<file path="src/common/cs_consts.svh">
// Entry values index the 256-entry control store. CS_OP_0F_* macros hold the second opcode byte
`ifndef CS_CONSTS_SVH
`define CS_CONSTS_SVH

// Fixed entry when the 3-prefix flag is set
`define CS_PREFIX3_ENTRY 8'h91
`define CS_UQ_CREDITS 4

// ModRM
`define CS_MOD_REG 2'b11
`define CS_EXT_ADD 3'd0
`define CS_EXT_OR 3'd1
`define CS_EXT_AND 3'd4
`define CS_EXT_INC 3'd0
`define CS_EXT_CALL 3'd2
`define CS_EXT_JMP 3'd4
`define CS_EXT_PUSH 3'd6
`define CS_EXT_SHL 3'd4
`define CS_EXT_SAR 3'd7

// Register forms match on the upper five bits only
`define CS_OP_REG_MASK 8'hF8

// ALU opcodes
`define CS_OP_ADD_EB_GB 8'h00
`define CS_OP_ADD_EV_GV 8'h01
`define CS_OP_ADD_GB_EB 8'h02
`define CS_OP_ADD_GV_EV 8'h03
`define CS_OP_ADD_AL_IB 8'h04
`define CS_OP_ADD_AX_IV 8'h05
`define CS_OP_OR_EB_GB 8'h08
`define CS_OP_OR_EV_GV 8'h09
`define CS_OP_OR_GB_EB 8'h0A
`define CS_OP_OR_GV_EV 8'h0B
`define CS_OP_OR_AL_IB 8'h0C
`define CS_OP_OR_AX_IV 8'h0D
`define CS_OP_AND_EB_GB 8'h20
`define CS_OP_AND_EV_GV 8'h21
`define CS_OP_AND_GB_EB 8'h22
`define CS_OP_AND_GV_EV 8'h23
`define CS_OP_AND_AL_IB 8'h24
`define CS_OP_AND_AX_IV 8'h25
`define CS_OP_GRP1_B 8'h80
`define CS_OP_GRP1_V 8'h81
`define CS_OP_GRP1_SV 8'h83

// Control transfer opcodes
`define CS_OP_CALL_NEAR 8'hE8
`define CS_OP_CALL_FAR 8'h9A
`define CS_OP_IRET 8'hCF
`define CS_OP_JA_SHORT 8'h77
`define CS_OP_JNE_SHORT 8'h75
`define CS_OP_0F_JA_NEAR 8'h87
`define CS_OP_0F_JNE_NEAR 8'h85
`define CS_OP_JMP_SHORT 8'hEB
`define CS_OP_JMP_NEAR 8'hE9
`define CS_OP_JMP_FAR 8'hEA
`define CS_OP_RET_NEAR 8'hC3
`define CS_OP_RET_FAR 8'hCB
`define CS_OP_RET_NEAR_IW 8'hC2
`define CS_OP_RET_FAR_IW 8'hCA
`define CS_OP_GRP5 8'hFF

// Stack opcodes
`define CS_OP_PUSH_R 8'h50
`define CS_OP_POP_R 8'h58
`define CS_OP_PUSH_IV 8'h68
`define CS_OP_PUSH_IB 8'h6A
`define CS_OP_POP_EV 8'h8F
`define CS_OP_PUSH_ES 8'h06
`define CS_OP_POP_ES 8'h07
`define CS_OP_PUSH_CS 8'h0E
`define CS_OP_PUSH_SS 8'h16
`define CS_OP_POP_SS 8'h17
`define CS_OP_PUSH_DS 8'h1E
`define CS_OP_POP_DS 8'h1F
`define CS_OP_0F_PUSH_FS 8'hA0
`define CS_OP_0F_POP_FS 8'hA1
`define CS_OP_0F_PUSH_GS 8'hA8
`define CS_OP_0F_POP_GS 8'hA9

// Halt and exception opcodes
`define CS_OP_HLT 8'hF4
`define CS_OP_EXC_AA 8'hAA
`define CS_OP_INT3 8'hCC
`define CS_OP_EXC_DD 8'hDD

// Shift and increment opcodes
`define CS_OP_INC_R 8'h40
`define CS_OP_GRP4 8'hFE
`define CS_OP_SHF_B1 8'hD0
`define CS_OP_SHF_V1 8'hD1
`define CS_OP_SHF_BCL 8'hD2
`define CS_OP_SHF_VCL 8'hD3
`define CS_OP_SHF_BI 8'hC0
`define CS_OP_SHF_VI 8'hC1

// ALU entries
`define CS_ENTRY_ADD_AL_IB 8'h00
`define CS_ENTRY_ADD_AX_IV 8'h01
`define CS_ENTRY_ADD_EB_IB 8'h02
`define CS_ENTRY_ADD_EV_IV 8'h03
`define CS_ENTRY_ADD_EV_IB 8'h04
`define CS_ENTRY_ADD_EB_GB 8'h05
`define CS_ENTRY_ADD_EV_GV 8'h06
`define CS_ENTRY_ADD_GB_EB 8'h07
`define CS_ENTRY_ADD_GV_EV 8'h08
`define CS_ENTRY_AND_AL_IB 8'h09
`define CS_ENTRY_AND_AX_IV 8'h0A
`define CS_ENTRY_AND_EB_IB 8'h0B
`define CS_ENTRY_AND_EV_IV 8'h0C
`define CS_ENTRY_AND_EV_IB 8'h0D
`define CS_ENTRY_AND_EB_GB 8'h0E
`define CS_ENTRY_AND_EV_GV 8'h0F
`define CS_ENTRY_AND_GB_EB 8'h10
`define CS_ENTRY_AND_GV_EV 8'h11
`define CS_ENTRY_OR_AL_IB 8'h3D
`define CS_ENTRY_OR_AX_IV 8'h3E
`define CS_ENTRY_OR_EB_IB 8'h3F
`define CS_ENTRY_OR_EV_IV 8'h40
`define CS_ENTRY_OR_EV_IB 8'h41
`define CS_ENTRY_OR_EB_GB 8'h42
`define CS_ENTRY_OR_EV_GV 8'h43
`define CS_ENTRY_OR_GB_EB 8'h44
`define CS_ENTRY_OR_GV_EV 8'h45

// Control transfer entries
`define CS_ENTRY_CALL_NEAR 8'h12
`define CS_ENTRY_CALL_IND 8'h14
`define CS_ENTRY_CALL_FAR 8'h16
`define CS_ENTRY_JA_SHORT 8'h25
`define CS_ENTRY_JNE_SHORT 8'h26
`define CS_ENTRY_JA_NEAR 8'h27
`define CS_ENTRY_JNE_NEAR 8'h28
`define CS_ENTRY_JMP_SHORT 8'h29
`define CS_ENTRY_JMP_NEAR 8'h2A
`define CS_ENTRY_JMP_IND 8'h2B
`define CS_ENTRY_JMP_FAR 8'h2C
`define CS_ENTRY_RET_NEAR 8'h67
`define CS_ENTRY_RET_FAR 8'h69
`define CS_ENTRY_RET_NEAR_IW 8'h6C
`define CS_ENTRY_RET_FAR_IW 8'h6E
// IRET sits near the end of the store for its long sequence
`define CS_ENTRY_IRET 8'h8D

// Stack entries
`define CS_ENTRY_POP_EV_MEM 8'h4C
`define CS_ENTRY_POP_EV_REG 8'h4E
`define CS_ENTRY_POP_R 8'h4F
`define CS_ENTRY_POP_DS 8'h50
`define CS_ENTRY_POP_ES 8'h51
`define CS_ENTRY_POP_SS 8'h52
`define CS_ENTRY_POP_FS 8'h53
`define CS_ENTRY_POP_GS 8'h54
`define CS_ENTRY_PUSH_EV_MEM 8'h57
`define CS_ENTRY_PUSH_EV_REG 8'h59
`define CS_ENTRY_PUSH_R 8'h5A
`define CS_ENTRY_PUSH_IB 8'h5B
`define CS_ENTRY_PUSH_IV 8'h5C
`define CS_ENTRY_PUSH_CS 8'h5D
`define CS_ENTRY_PUSH_SS 8'h5E
`define CS_ENTRY_PUSH_DS 8'h5F
`define CS_ENTRY_PUSH_ES 8'h60
`define CS_ENTRY_PUSH_FS 8'h61
`define CS_ENTRY_PUSH_GS 8'h62

// Halt and exception entries
`define CS_ENTRY_HLT 8'h20
`define CS_ENTRY_EXC_AA 8'h81
`define CS_ENTRY_EXC_DD 8'h85
`define CS_ENTRY_INT3 8'h89

// Shift and increment entries
`define CS_ENTRY_INC_EB 8'h21
`define CS_ENTRY_INC_EV 8'h22
`define CS_ENTRY_INC_R 8'h23
`define CS_ENTRY_SHL_EB_1 8'h71
`define CS_ENTRY_SHL_EB_CL 8'h72
`define CS_ENTRY_SHL_EB_IB 8'h73
`define CS_ENTRY_SHL_EV_1 8'h74
`define CS_ENTRY_SHL_EV_CL 8'h75
`define CS_ENTRY_SHL_EV_IB 8'h76
`define CS_ENTRY_SAR_EB_1 8'h77
`define CS_ENTRY_SAR_EB_CL 8'h78
`define CS_ENTRY_SAR_EB_IB 8'h79
`define CS_ENTRY_SAR_EV_1 8'h7A
`define CS_ENTRY_SAR_EV_CL 8'h7B
`define CS_ENTRY_SAR_EV_IB 8'h7C

`endif

</file>
<file path="src/common/cs_pkg.sv">
// Types only. The request packs to 31 bits and the issued micro-op to 20 bits
package cs_pkg;

	typedef logic [7:0] opcode_t;
	typedef logic [7:0] uaddr_t;
	typedef logic [2:0] modrm_ext_t;
	typedef logic [1:0] modrm_mod_t;

	typedef struct packed {
		opcode_t    opcode1;
		// Second byte counts only when has_op2 is set
		opcode_t    opcode2;
		logic       has_op2;
		modrm_ext_t mod_ext;
		modrm_mod_t mod;
		logic       has_prefix3;
		uaddr_t     uop_ptr;
	} decode_req_t;

	// Instruction specific controls outside the control store
	typedef struct packed {
		logic op_br;
		logic op_fptr;
		logic op_fptr_s;
		logic op_jmp_reg;
		logic op_pop_reg;
		logic op_push_reg;
		logic op_halt;
		logic op_shf_1;
		logic op_excp;
		logic seg_pop;
		logic op_call;
		logic op_ret_imm;
	} op_flags_t;

	typedef struct packed {
		uaddr_t    uop_addr;
		op_flags_t flags;
	} uop_t;

endpackage

</file>
<file path="src/decode/entry_addr_decode.sv">
// Combinational. Overlapping matches OR together and an unmatched request gives entry 0
`timescale 1ns/1ps
`include "cs_consts.svh"

module entry_addr_decode (
	input  cs_pkg::decode_req_t req,
	output cs_pkg::uaddr_t      entry
);
	import cs_pkg::*;

	opcode_t    op1;
	opcode_t    op2;
	modrm_ext_t ext;
	logic       two;
	logic       is_reg;
	logic       ff_push;

	function automatic uaddr_t pick(input logic hit, input uaddr_t addr);
		return {$bits(uaddr_t){hit}} & addr;
	endfunction

	assign op1 = req.opcode1;
	assign op2 = req.opcode2;
	assign ext = req.mod_ext;
	assign two = req.has_op2;
	assign is_reg = (req.mod == `CS_MOD_REG);
	assign ff_push = (op1 == `CS_OP_GRP5) && (ext == `CS_EXT_PUSH);

	always_comb begin
		entry = '0;
		// ALU
		entry |= pick(op1 == `CS_OP_ADD_AL_IB, `CS_ENTRY_ADD_AL_IB);
		entry |= pick(op1 == `CS_OP_ADD_AX_IV, `CS_ENTRY_ADD_AX_IV);
		entry |= pick(op1 == `CS_OP_GRP1_B && ext == `CS_EXT_ADD, `CS_ENTRY_ADD_EB_IB);
		entry |= pick(op1 == `CS_OP_GRP1_V && ext == `CS_EXT_ADD, `CS_ENTRY_ADD_EV_IV);
		entry |= pick(op1 == `CS_OP_GRP1_SV && ext == `CS_EXT_ADD, `CS_ENTRY_ADD_EV_IB);
		entry |= pick(op1 == `CS_OP_ADD_EB_GB, `CS_ENTRY_ADD_EB_GB);
		entry |= pick(op1 == `CS_OP_ADD_EV_GV, `CS_ENTRY_ADD_EV_GV);
		entry |= pick(op1 == `CS_OP_ADD_GB_EB, `CS_ENTRY_ADD_GB_EB);
		entry |= pick(op1 == `CS_OP_ADD_GV_EV, `CS_ENTRY_ADD_GV_EV);
		entry |= pick(op1 == `CS_OP_AND_AL_IB, `CS_ENTRY_AND_AL_IB);
		entry |= pick(op1 == `CS_OP_AND_AX_IV, `CS_ENTRY_AND_AX_IV);
		entry |= pick(op1 == `CS_OP_GRP1_B && ext == `CS_EXT_AND, `CS_ENTRY_AND_EB_IB);
		entry |= pick(op1 == `CS_OP_GRP1_V && ext == `CS_EXT_AND, `CS_ENTRY_AND_EV_IV);
		entry |= pick(op1 == `CS_OP_GRP1_SV && ext == `CS_EXT_AND, `CS_ENTRY_AND_EV_IB);
		entry |= pick(op1 == `CS_OP_AND_EB_GB, `CS_ENTRY_AND_EB_GB);
		entry |= pick(op1 == `CS_OP_AND_EV_GV, `CS_ENTRY_AND_EV_GV);
		entry |= pick(op1 == `CS_OP_AND_GB_EB, `CS_ENTRY_AND_GB_EB);
		entry |= pick(op1 == `CS_OP_AND_GV_EV, `CS_ENTRY_AND_GV_EV);
		entry |= pick(op1 == `CS_OP_OR_AL_IB, `CS_ENTRY_OR_AL_IB);
		entry |= pick(op1 == `CS_OP_OR_AX_IV, `CS_ENTRY_OR_AX_IV);
		entry |= pick(op1 == `CS_OP_GRP1_B && ext == `CS_EXT_OR, `CS_ENTRY_OR_EB_IB);
		entry |= pick(op1 == `CS_OP_GRP1_V && ext == `CS_EXT_OR, `CS_ENTRY_OR_EV_IV);
		entry |= pick(op1 == `CS_OP_GRP1_SV && ext == `CS_EXT_OR, `CS_ENTRY_OR_EV_IB);
		entry |= pick(op1 == `CS_OP_OR_EB_GB, `CS_ENTRY_OR_EB_GB);
		entry |= pick(op1 == `CS_OP_OR_EV_GV, `CS_ENTRY_OR_EV_GV);
		entry |= pick(op1 == `CS_OP_OR_GB_EB, `CS_ENTRY_OR_GB_EB);
		entry |= pick(op1 == `CS_OP_OR_GV_EV, `CS_ENTRY_OR_GV_EV);
		// Control transfer
		entry |= pick(op1 == `CS_OP_CALL_NEAR, `CS_ENTRY_CALL_NEAR);
		entry |= pick(op1 == `CS_OP_GRP5 && ext == `CS_EXT_CALL, `CS_ENTRY_CALL_IND);
		entry |= pick(op1 == `CS_OP_CALL_FAR, `CS_ENTRY_CALL_FAR);
		entry |= pick(op1 == `CS_OP_IRET, `CS_ENTRY_IRET);
		entry |= pick(op1 == `CS_OP_JA_SHORT, `CS_ENTRY_JA_SHORT);
		entry |= pick(op1 == `CS_OP_JNE_SHORT, `CS_ENTRY_JNE_SHORT);
		entry |= pick(two && op2 == `CS_OP_0F_JA_NEAR, `CS_ENTRY_JA_NEAR);
		entry |= pick(two && op2 == `CS_OP_0F_JNE_NEAR, `CS_ENTRY_JNE_NEAR);
		entry |= pick(op1 == `CS_OP_JMP_SHORT, `CS_ENTRY_JMP_SHORT);
		entry |= pick(op1 == `CS_OP_JMP_NEAR, `CS_ENTRY_JMP_NEAR);
		entry |= pick(op1 == `CS_OP_GRP5 && ext == `CS_EXT_JMP, `CS_ENTRY_JMP_IND);
		entry |= pick(op1 == `CS_OP_JMP_FAR, `CS_ENTRY_JMP_FAR);
		entry |= pick(op1 == `CS_OP_RET_NEAR, `CS_ENTRY_RET_NEAR);
		entry |= pick(op1 == `CS_OP_RET_FAR, `CS_ENTRY_RET_FAR);
		entry |= pick(op1 == `CS_OP_RET_NEAR_IW, `CS_ENTRY_RET_NEAR_IW);
		entry |= pick(op1 == `CS_OP_RET_FAR_IW, `CS_ENTRY_RET_FAR_IW);
		// Stack group with 8F and FF/6 split on register or memory operand
		entry |= pick(op1 == `CS_OP_POP_EV && !is_reg, `CS_ENTRY_POP_EV_MEM);
		entry |= pick(op1 == `CS_OP_POP_EV && is_reg, `CS_ENTRY_POP_EV_REG);
		entry |= pick((op1 & `CS_OP_REG_MASK) == `CS_OP_POP_R, `CS_ENTRY_POP_R);
		entry |= pick(op1 == `CS_OP_POP_DS, `CS_ENTRY_POP_DS);
		entry |= pick(op1 == `CS_OP_POP_ES, `CS_ENTRY_POP_ES);
		entry |= pick(op1 == `CS_OP_POP_SS, `CS_ENTRY_POP_SS);
		entry |= pick(two && op2 == `CS_OP_0F_POP_FS, `CS_ENTRY_POP_FS);
		entry |= pick(two && op2 == `CS_OP_0F_POP_GS, `CS_ENTRY_POP_GS);
		entry |= pick(ff_push && !is_reg, `CS_ENTRY_PUSH_EV_MEM);
		entry |= pick(ff_push && is_reg, `CS_ENTRY_PUSH_EV_REG);
		entry |= pick((op1 & `CS_OP_REG_MASK) == `CS_OP_PUSH_R, `CS_ENTRY_PUSH_R);
		entry |= pick(op1 == `CS_OP_PUSH_IB, `CS_ENTRY_PUSH_IB);
		entry |= pick(op1 == `CS_OP_PUSH_IV, `CS_ENTRY_PUSH_IV);
		entry |= pick(op1 == `CS_OP_PUSH_CS, `CS_ENTRY_PUSH_CS);
		entry |= pick(op1 == `CS_OP_PUSH_SS, `CS_ENTRY_PUSH_SS);
		entry |= pick(op1 == `CS_OP_PUSH_DS, `CS_ENTRY_PUSH_DS);
		entry |= pick(op1 == `CS_OP_PUSH_ES, `CS_ENTRY_PUSH_ES);
		entry |= pick(two && op2 == `CS_OP_0F_PUSH_FS, `CS_ENTRY_PUSH_FS);
		entry |= pick(two && op2 == `CS_OP_0F_PUSH_GS, `CS_ENTRY_PUSH_GS);
		// Halt and exception
		entry |= pick(op1 == `CS_OP_HLT, `CS_ENTRY_HLT);
		entry |= pick(op1 == `CS_OP_EXC_AA, `CS_ENTRY_EXC_AA);
		entry |= pick(op1 == `CS_OP_EXC_DD, `CS_ENTRY_EXC_DD);
		entry |= pick(op1 == `CS_OP_INT3, `CS_ENTRY_INT3);
		// Shift and increment
		entry |= pick(op1 == `CS_OP_GRP4, `CS_ENTRY_INC_EB);
		entry |= pick(op1 == `CS_OP_GRP5 && ext == `CS_EXT_INC, `CS_ENTRY_INC_EV);
		entry |= pick((op1 & `CS_OP_REG_MASK) == `CS_OP_INC_R, `CS_ENTRY_INC_R);
		entry |= pick(op1 == `CS_OP_SHF_B1 && ext == `CS_EXT_SHL, `CS_ENTRY_SHL_EB_1);
		entry |= pick(op1 == `CS_OP_SHF_BCL && ext == `CS_EXT_SHL, `CS_ENTRY_SHL_EB_CL);
		entry |= pick(op1 == `CS_OP_SHF_BI && ext == `CS_EXT_SHL, `CS_ENTRY_SHL_EB_IB);
		entry |= pick(op1 == `CS_OP_SHF_V1 && ext == `CS_EXT_SHL, `CS_ENTRY_SHL_EV_1);
		entry |= pick(op1 == `CS_OP_SHF_VCL && ext == `CS_EXT_SHL, `CS_ENTRY_SHL_EV_CL);
		entry |= pick(op1 == `CS_OP_SHF_VI && ext == `CS_EXT_SHL, `CS_ENTRY_SHL_EV_IB);
		entry |= pick(op1 == `CS_OP_SHF_B1 && ext == `CS_EXT_SAR, `CS_ENTRY_SAR_EB_1);
		entry |= pick(op1 == `CS_OP_SHF_BCL && ext == `CS_EXT_SAR, `CS_ENTRY_SAR_EB_CL);
		entry |= pick(op1 == `CS_OP_SHF_BI && ext == `CS_EXT_SAR, `CS_ENTRY_SAR_EB_IB);
		entry |= pick(op1 == `CS_OP_SHF_V1 && ext == `CS_EXT_SAR, `CS_ENTRY_SAR_EV_1);
		entry |= pick(op1 == `CS_OP_SHF_VCL && ext == `CS_EXT_SAR, `CS_ENTRY_SAR_EV_CL);
		entry |= pick(op1 == `CS_OP_SHF_VI && ext == `CS_EXT_SAR, `CS_ENTRY_SAR_EV_IB);
	end

endmodule

</file>
<file path="src/decode/op_flag_decode.sv">
// Combinational. Flags come from the opcode bytes, extension and mod only, never from the prefix
`timescale 1ns/1ps
`include "cs_consts.svh"

module op_flag_decode (
	input  cs_pkg::decode_req_t req,
	output cs_pkg::op_flags_t   flags
);
	import cs_pkg::*;

	opcode_t op1;
	opcode_t op2;
	logic    two;
	logic    is_reg;
	logic    ff_inc;
	logic    ff_call;
	logic    ff_jmp;
	logic    ff_push;
	logic    shf_by_1;

	assign op1 = req.opcode1;
	assign op2 = req.opcode2;
	assign two = req.has_op2;
	assign is_reg = (req.mod == `CS_MOD_REG);
	assign ff_inc = (op1 == `CS_OP_GRP5) && (req.mod_ext == `CS_EXT_INC);
	assign ff_call = (op1 == `CS_OP_GRP5) && (req.mod_ext == `CS_EXT_CALL);
	assign ff_jmp = (op1 == `CS_OP_GRP5) && (req.mod_ext == `CS_EXT_JMP);
	assign ff_push = (op1 == `CS_OP_GRP5) && (req.mod_ext == `CS_EXT_PUSH);

	// Shift by one in byte and full width
	assign shf_by_1 = (op1 == `CS_OP_SHF_B1 || op1 == `CS_OP_SHF_V1)
		&& (req.mod_ext == `CS_EXT_SHL || req.mod_ext == `CS_EXT_SAR);

	always_comb begin
		flags = '0;
		flags.op_br = op1 == `CS_OP_CALL_NEAR || ff_call || op1 == `CS_OP_CALL_FAR
			|| op1 == `CS_OP_IRET || op1 == `CS_OP_JA_SHORT || op1 == `CS_OP_JNE_SHORT
			|| (two && op2 == `CS_OP_0F_JA_NEAR) || (two && op2 == `CS_OP_0F_JNE_NEAR)
			|| op1 == `CS_OP_JMP_SHORT || op1 == `CS_OP_JMP_NEAR || ff_jmp
			|| op1 == `CS_OP_JMP_FAR || op1 == `CS_OP_RET_NEAR || op1 == `CS_OP_RET_FAR
			|| op1 == `CS_OP_RET_NEAR_IW || op1 == `CS_OP_RET_FAR_IW;
		// Far pointer operand and its jump-only variant
		flags.op_fptr = op1 == `CS_OP_JMP_FAR || op1 == `CS_OP_CALL_FAR;
		flags.op_fptr_s = op1 == `CS_OP_JMP_FAR;
		flags.op_jmp_reg = ff_jmp && is_reg;
		flags.op_pop_reg = op1 == `CS_OP_POP_EV && is_reg;
		flags.op_push_reg = ff_push && is_reg;
		flags.op_halt = op1 == `CS_OP_HLT;
		flags.op_shf_1 = op1 == `CS_OP_GRP4 || ff_inc || shf_by_1
			|| (op1 & `CS_OP_REG_MASK) == `CS_OP_INC_R;
		flags.op_excp = op1 == `CS_OP_EXC_AA || op1 == `CS_OP_INT3 || op1 == `CS_OP_EXC_DD;
		// Segment register pushes and pops alike
		flags.seg_pop = op1 == `CS_OP_POP_DS || op1 == `CS_OP_POP_ES || op1 == `CS_OP_POP_SS
			|| op1 == `CS_OP_PUSH_CS || op1 == `CS_OP_PUSH_SS || op1 == `CS_OP_PUSH_DS
			|| op1 == `CS_OP_PUSH_ES
			|| (two && op2 == `CS_OP_0F_POP_FS) || (two && op2 == `CS_OP_0F_POP_GS)
			|| (two && op2 == `CS_OP_0F_PUSH_FS) || (two && op2 == `CS_OP_0F_PUSH_GS);
		flags.op_call = ff_call;
		flags.op_ret_imm = op1 == `CS_OP_RET_NEAR_IW || op1 == `CS_OP_RET_FAR_IW;
	end

endmodule

</file>
<file path="src/cs_decode_top.sv">
// Decoders are combinational. Only uop_issue holds state, so the path from req to uop is one register
`timescale 1ns/1ps

module cs_decode_top (
	input  logic                clk,
	input  logic                rst,
	input  logic                req_valid,
	input  cs_pkg::decode_req_t req,
	output logic                req_ready,
	output logic                uop_valid,
	output cs_pkg::uop_t        uop,
	input  logic                credit_return
);
	import cs_pkg::*;

	uaddr_t    entry;
	op_flags_t flags;

	entry_addr_decode u_entry (
		.req   (req),
		.entry (entry)
	);

	op_flag_decode u_flags (
		.req   (req),
		.flags (flags)
	);

	uop_issue u_issue (
		.clk           (clk),
		.rst           (rst),
		.req_valid     (req_valid),
		.req           (req),
		.entry         (entry),
		.flags         (flags),
		.credit_return (credit_return),
		.req_ready     (req_ready),
		.uop_valid     (uop_valid),
		.uop           (uop)
	);

endmodule

</file>
<file path="src/uop_issue.sv">
// One cycle latency. The sender must hold req while req_ready is low and the queue returns one credit per entry
`timescale 1ns/1ps
`include "cs_consts.svh"

module uop_issue (
	input  logic                clk,
	input  logic                rst,
	input  logic                req_valid,
	input  cs_pkg::decode_req_t req,
	input  cs_pkg::uaddr_t      entry,
	input  cs_pkg::op_flags_t   flags,
	input  logic                credit_return,
	output logic                req_ready,
	output logic                uop_valid,
	output cs_pkg::uop_t        uop
);
	import cs_pkg::*;

	localparam int CRED_W = $clog2(`CS_UQ_CREDITS + 1);

	logic [CRED_W-1:0] credits;
	logic              accept;
	uaddr_t            base;
	uaddr_t            addr_next;

	assign req_ready = (credits != '0);
	assign accept = req_valid && req_ready;

	// Prefix override wins over the decoded entry
	assign base = req.has_prefix3 ? `CS_PREFIX3_ENTRY : entry;
	// 8-bit add wraps modulo 256
	assign addr_next = base + req.uop_ptr;

	always_ff @(posedge clk) begin
		if (rst) begin
			credits <= CRED_W'(`CS_UQ_CREDITS);
			uop_valid <= 1'b0;
		end else begin
			uop_valid <= accept;
			case ({accept, credit_return})
				2'b10: credits <= credits - CRED_W'(1);
				2'b01: credits <= credits + CRED_W'(1);
				default: credits <= credits;
			endcase
		end
	end

	// Payload capture on acceptance
	always_ff @(posedge clk) begin
		if (accept) begin
			uop.uop_addr <= addr_next;
			uop.flags <= flags;
		end
	end

endmodule

</file>
<file path="config.mk">
export PLATFORM = sky130hd
export DESIGN_NAME = cs_decode_top
export DESIGN_NICKNAME = d
export VERILOG_FILES = /design/src/common/cs_pkg.sv /design/src/decode/entry_addr_decode.sv /design/src/decode/op_flag_decode.sv /design/src/cs_decode_top.sv /design/src/uop_issue.sv
export VERILOG_INCLUDE_DIRS = /design/src /design/src/common
export SDC_FILE = /design/constraint.sdc
export NUM_CORES = 1
export LEC_CHECK = 0
export BUFFER_PORTS_ARGS = -buffer_cell sky130_fd_sc_hd__buf_2
export CORE_ASPECT_RATIO = 0.9
export CORE_MARGIN = 1.5
export CORE_UTILIZATION = 58
export CTS_CLUSTER_DIAMETER = 80
export DETAILED_ROUTE_END_ITERATION = 7
export HOLD_SLACK_MARGIN = 0.15
export PLACE_DENSITY = 0.95
export SYNTH_ARGS = -nofsm -noshare
export SYNTH_HDL_FRONTEND = slang
export SYNTH_SLANG_ARGS = --single-unit
</file>
<file path="constraint.sdc">
create_clock -name clk -period 9.3 [get_ports clk]
set_input_delay 1.86 -clock clk [delete_from_list [all_inputs] [get_ports clk]]
set_output_delay 1.86 -clock clk [all_outputs]
set_load 0.005 [all_outputs]
</file>
==> results.json <==
{
  "min_period_over_period_pct": 61.0,
  "cts_hold_buf": 0,
  "yosysSeqAreaShare_pct": 26.3,
  "fin_total_pwr_uw": 331,
  "avgSynthCellArea_sq_um": 8.05,
  "start_kind": "primary input",
  "dr.pass1.iters": 8,
  "diodes": 0,
  "final_cell_mix": "56 x buf_2, 29 x nor2_1, 26 x nand2_1",
  "clockBufferDepth": 2,
  "die-height_um": 66.4,
  "antenna_found_initial": 0,
  "reg2reg_setup_slack_ps": 6780,
  "highest_layer": "met4",
  "violations": "DRC, capacitance limit, slew limit",
  "clockRootBuffer": "clkbuf_8",
  "wl_um": 9080,
  "synth_edf_count": 20,
  "drt_iter0_markers": 581,
  "clk_pin_slew_ps": 80,
  "ys_async_sr_fraction_pct": 0,
  "slew_headroom_pct": -3.82,
  "post_drt_wl_per_cell_um": 21.7,
  "required_ps": 9310,
  "power_leakage_uw": 0.00103,
  "fin_nets": 404,
  "ios": 57,
  "drc": 3,
  "die_area_sq_um": 4880,
  "die-width_um": 73.5,
  "antenna_left": 0,
  "tightest_slew_ps": 1540,
  "hold_slack_ps": 589,
  "overflow": 0,
  "synth_area_sq_um": 2590,
  "dr_total_vias": 3033,
  "fin_skew_ps": 5.71,
  "hold_path_class": "reg2reg",
  "cts_buffers": 3,
  "coreArea_sq_um": 4180,
  "slew_viol_final": 6,
  "synth_cell_types": 69,
  "fillCellCount": 367,
  "grt_max_degree": 30,
  "hold_viol_final": 0,
  "min_period_ps": 5670,
  "synth-seq-cells": 24,
  "final_common_cell": "buf_2",
  "hpwlAfterDp_um": 6700,
  "io_buffers": 56,
  "cts_setup_buffers": 0,
  "cts_tree": "built",
  "area_growth_pct": 11.2,
  "maxCapViolCount": 1,
  "crit_fanout": 20,
  "drt-met1-wl_um": 3310,
  "start_util_pct": 62.0,
  "wl_met2_um": 4060,
  "viasPerCell": 7.26,
  "netlist_instances": 322,
  "drive_gt1_share_pct": 20.1,
  "post_cts_resize_count": 0,
  "post-route-util_pct": 68.9,
  "htree_levels": 1,
  "ir_drop_v": 0.0000799,
  "setup_violations": 0,
  "status": "finished, violations left",
  "clock_sinks": 24,
  "setup.worst_path.end_class": "flop",
  "rows": 22,
  "tns_ps": 0,
  "wl_met3_um": 1310,
  "ys.flop_type": "edfxtp_1",
  "rsz0062_at_grt": "no",
  "ys_warn_count": 0,
  "syn-num-nets": 367,
  "routabilityCongestion": 1.12,
  "grt_pass1_wl_um": 13500,
  "grt_usage_pct": 36.6,
  "clock_latency_ps": 270,
  "crit_arrival_ps": 5690,
  "grt_pass1_vias": 2664,
  "max_clock_freq_mhz": 176,
  "critPathKind": "in2reg",
  "power_density_nw_per_um2": 115
}
## per-layer routing
metal	vias to the layer above	track usage, %
met1	1351	49.3
met4	0	16.7
li1	1313	-
met2	306	56.9
met5	-	0
met3	63	6.25
## sequential cells by signal (all words and copies together) (netlist names)
name and flops:
u_issue.uop 20, u_issue.credits 3, u_issue.uop_valid 1
## path summary, 6_finish.rpt
check,startpoint,endpoint,depth (start not counted)
setup / recovery,req[28],u_issue.uop[19],12
hold reg to reg,u_issue.credits[0],u_issue.credits[0],2
hold / removal,u_issue.credits[0],u_issue.credits[0],2
setup reg to reg,u_issue.credits[0],u_issue.credits[2],8
## area by class of cell
type,count,area [sq um],share of cell area [%]
timing repair buffer,59,303,10.5
multi-input combinational,265,1760,61.0
inverter,6,22.5,0.781
sequential,24,681,23.6
tap,60,75.1,2.60
clock buffer,4,45.0,1.56
## metrics by stage
| step | setup WS (ps) | instances | cell area (sq um) |
|---|---|---|---|
| 2_1_floorplan | 4480 | 322 | 2590 |
| 3_3_place_gp | 3730 | 414 | 2840 |
| 3_5_place_dp | 3580 | 414 | 2840 |
| 4_1_cts | 3860 | 418 | 2880 |
| 5_1_grt | 3430 | 418 | 2880 |
| 6_report | 3630 | 418 | 2880 |
## worst max-delay path: stages
cell     delay [ps]
buf_2           290
nor4b_1        1250
a31oi_1          80
o31ai_1         460
nor2_1          110
a31oi_1         220
ha_1            300
a21oi_1         240
nor2b_1          90
o21a_1          200
o41ai_1         430
xnor2_1         140
## cell families (layout without fill, tap and decap cells)
group	Yosys count	after routing	share of synthesized area, %
xor gates and xnor gates	11	11	3.72
buffers and inverters	33	69	5.94
and+or+nand+nor	165	165	37.2
muxes	1	1	0.386
AOI/OAI and AO/OA	78	78	21.1
DFF	24	24	26.3
adders and majority gates	10	10	5.41
## cell usage after synthesis, types with 3 or more instances
| cell type | number | area [sq um] |
|---|---|---|
| xor2_1 | 5 | 43.8 |
| o31ai_1 | 4 | 30.0 |
| edfxtp_1 | 20 | 601 |
| buf_1 | 5 | 18.8 |
| nand4b_1 | 3 | 26.3 |
| buf_2 | 15 | 75.1 |
| o311ai_0 | 3 | 26.3 |
| nor3b_1 | 5 | 37.5 |
| nor2_1 | 29 | 109 |
| o21ai_0 | 9 | 45.0 |
| nand2b_1 | 11 | 68.8 |
| nand3_1 | 10 | 50.1 |
| and3_1 | 3 | 18.8 |
| dfxtp_1 | 4 | 80.1 |
| inv_1 | 6 | 22.5 |
| nand2_1 | 26 | 97.6 |
| a31oi_1 | 9 | 56.3 |
| nand4_1 | 9 | 56.3 |
| a21oi_1 | 17 | 85.1 |
| nor4b_1 | 7 | 61.3 |
| clkbuf_1 | 5 | 18.8 |
| a41oi_1 | 4 | 35.0 |
| or3_1 | 3 | 18.8 |
| o22ai_1 | 3 | 18.8 |
| nor3_1 | 17 | 85.1 |
| xnor2_1 | 6 | 52.6 |
| nor2b_1 | 13 | 81.3 |
| nor4_1 | 8 | 50.1 |
| ha_1 | 8 | 100 |
## power by group
group / total (uW) / internal (uW) / switching, uW
logic: 119 / 46.4 / 72.8
registers: 148 / 141 / 7.67
clock network: 63.7 / 30.7 / 33.0
total: 331 / 218 / 113
Note: power is estimated with default switching activity, not from simulation.
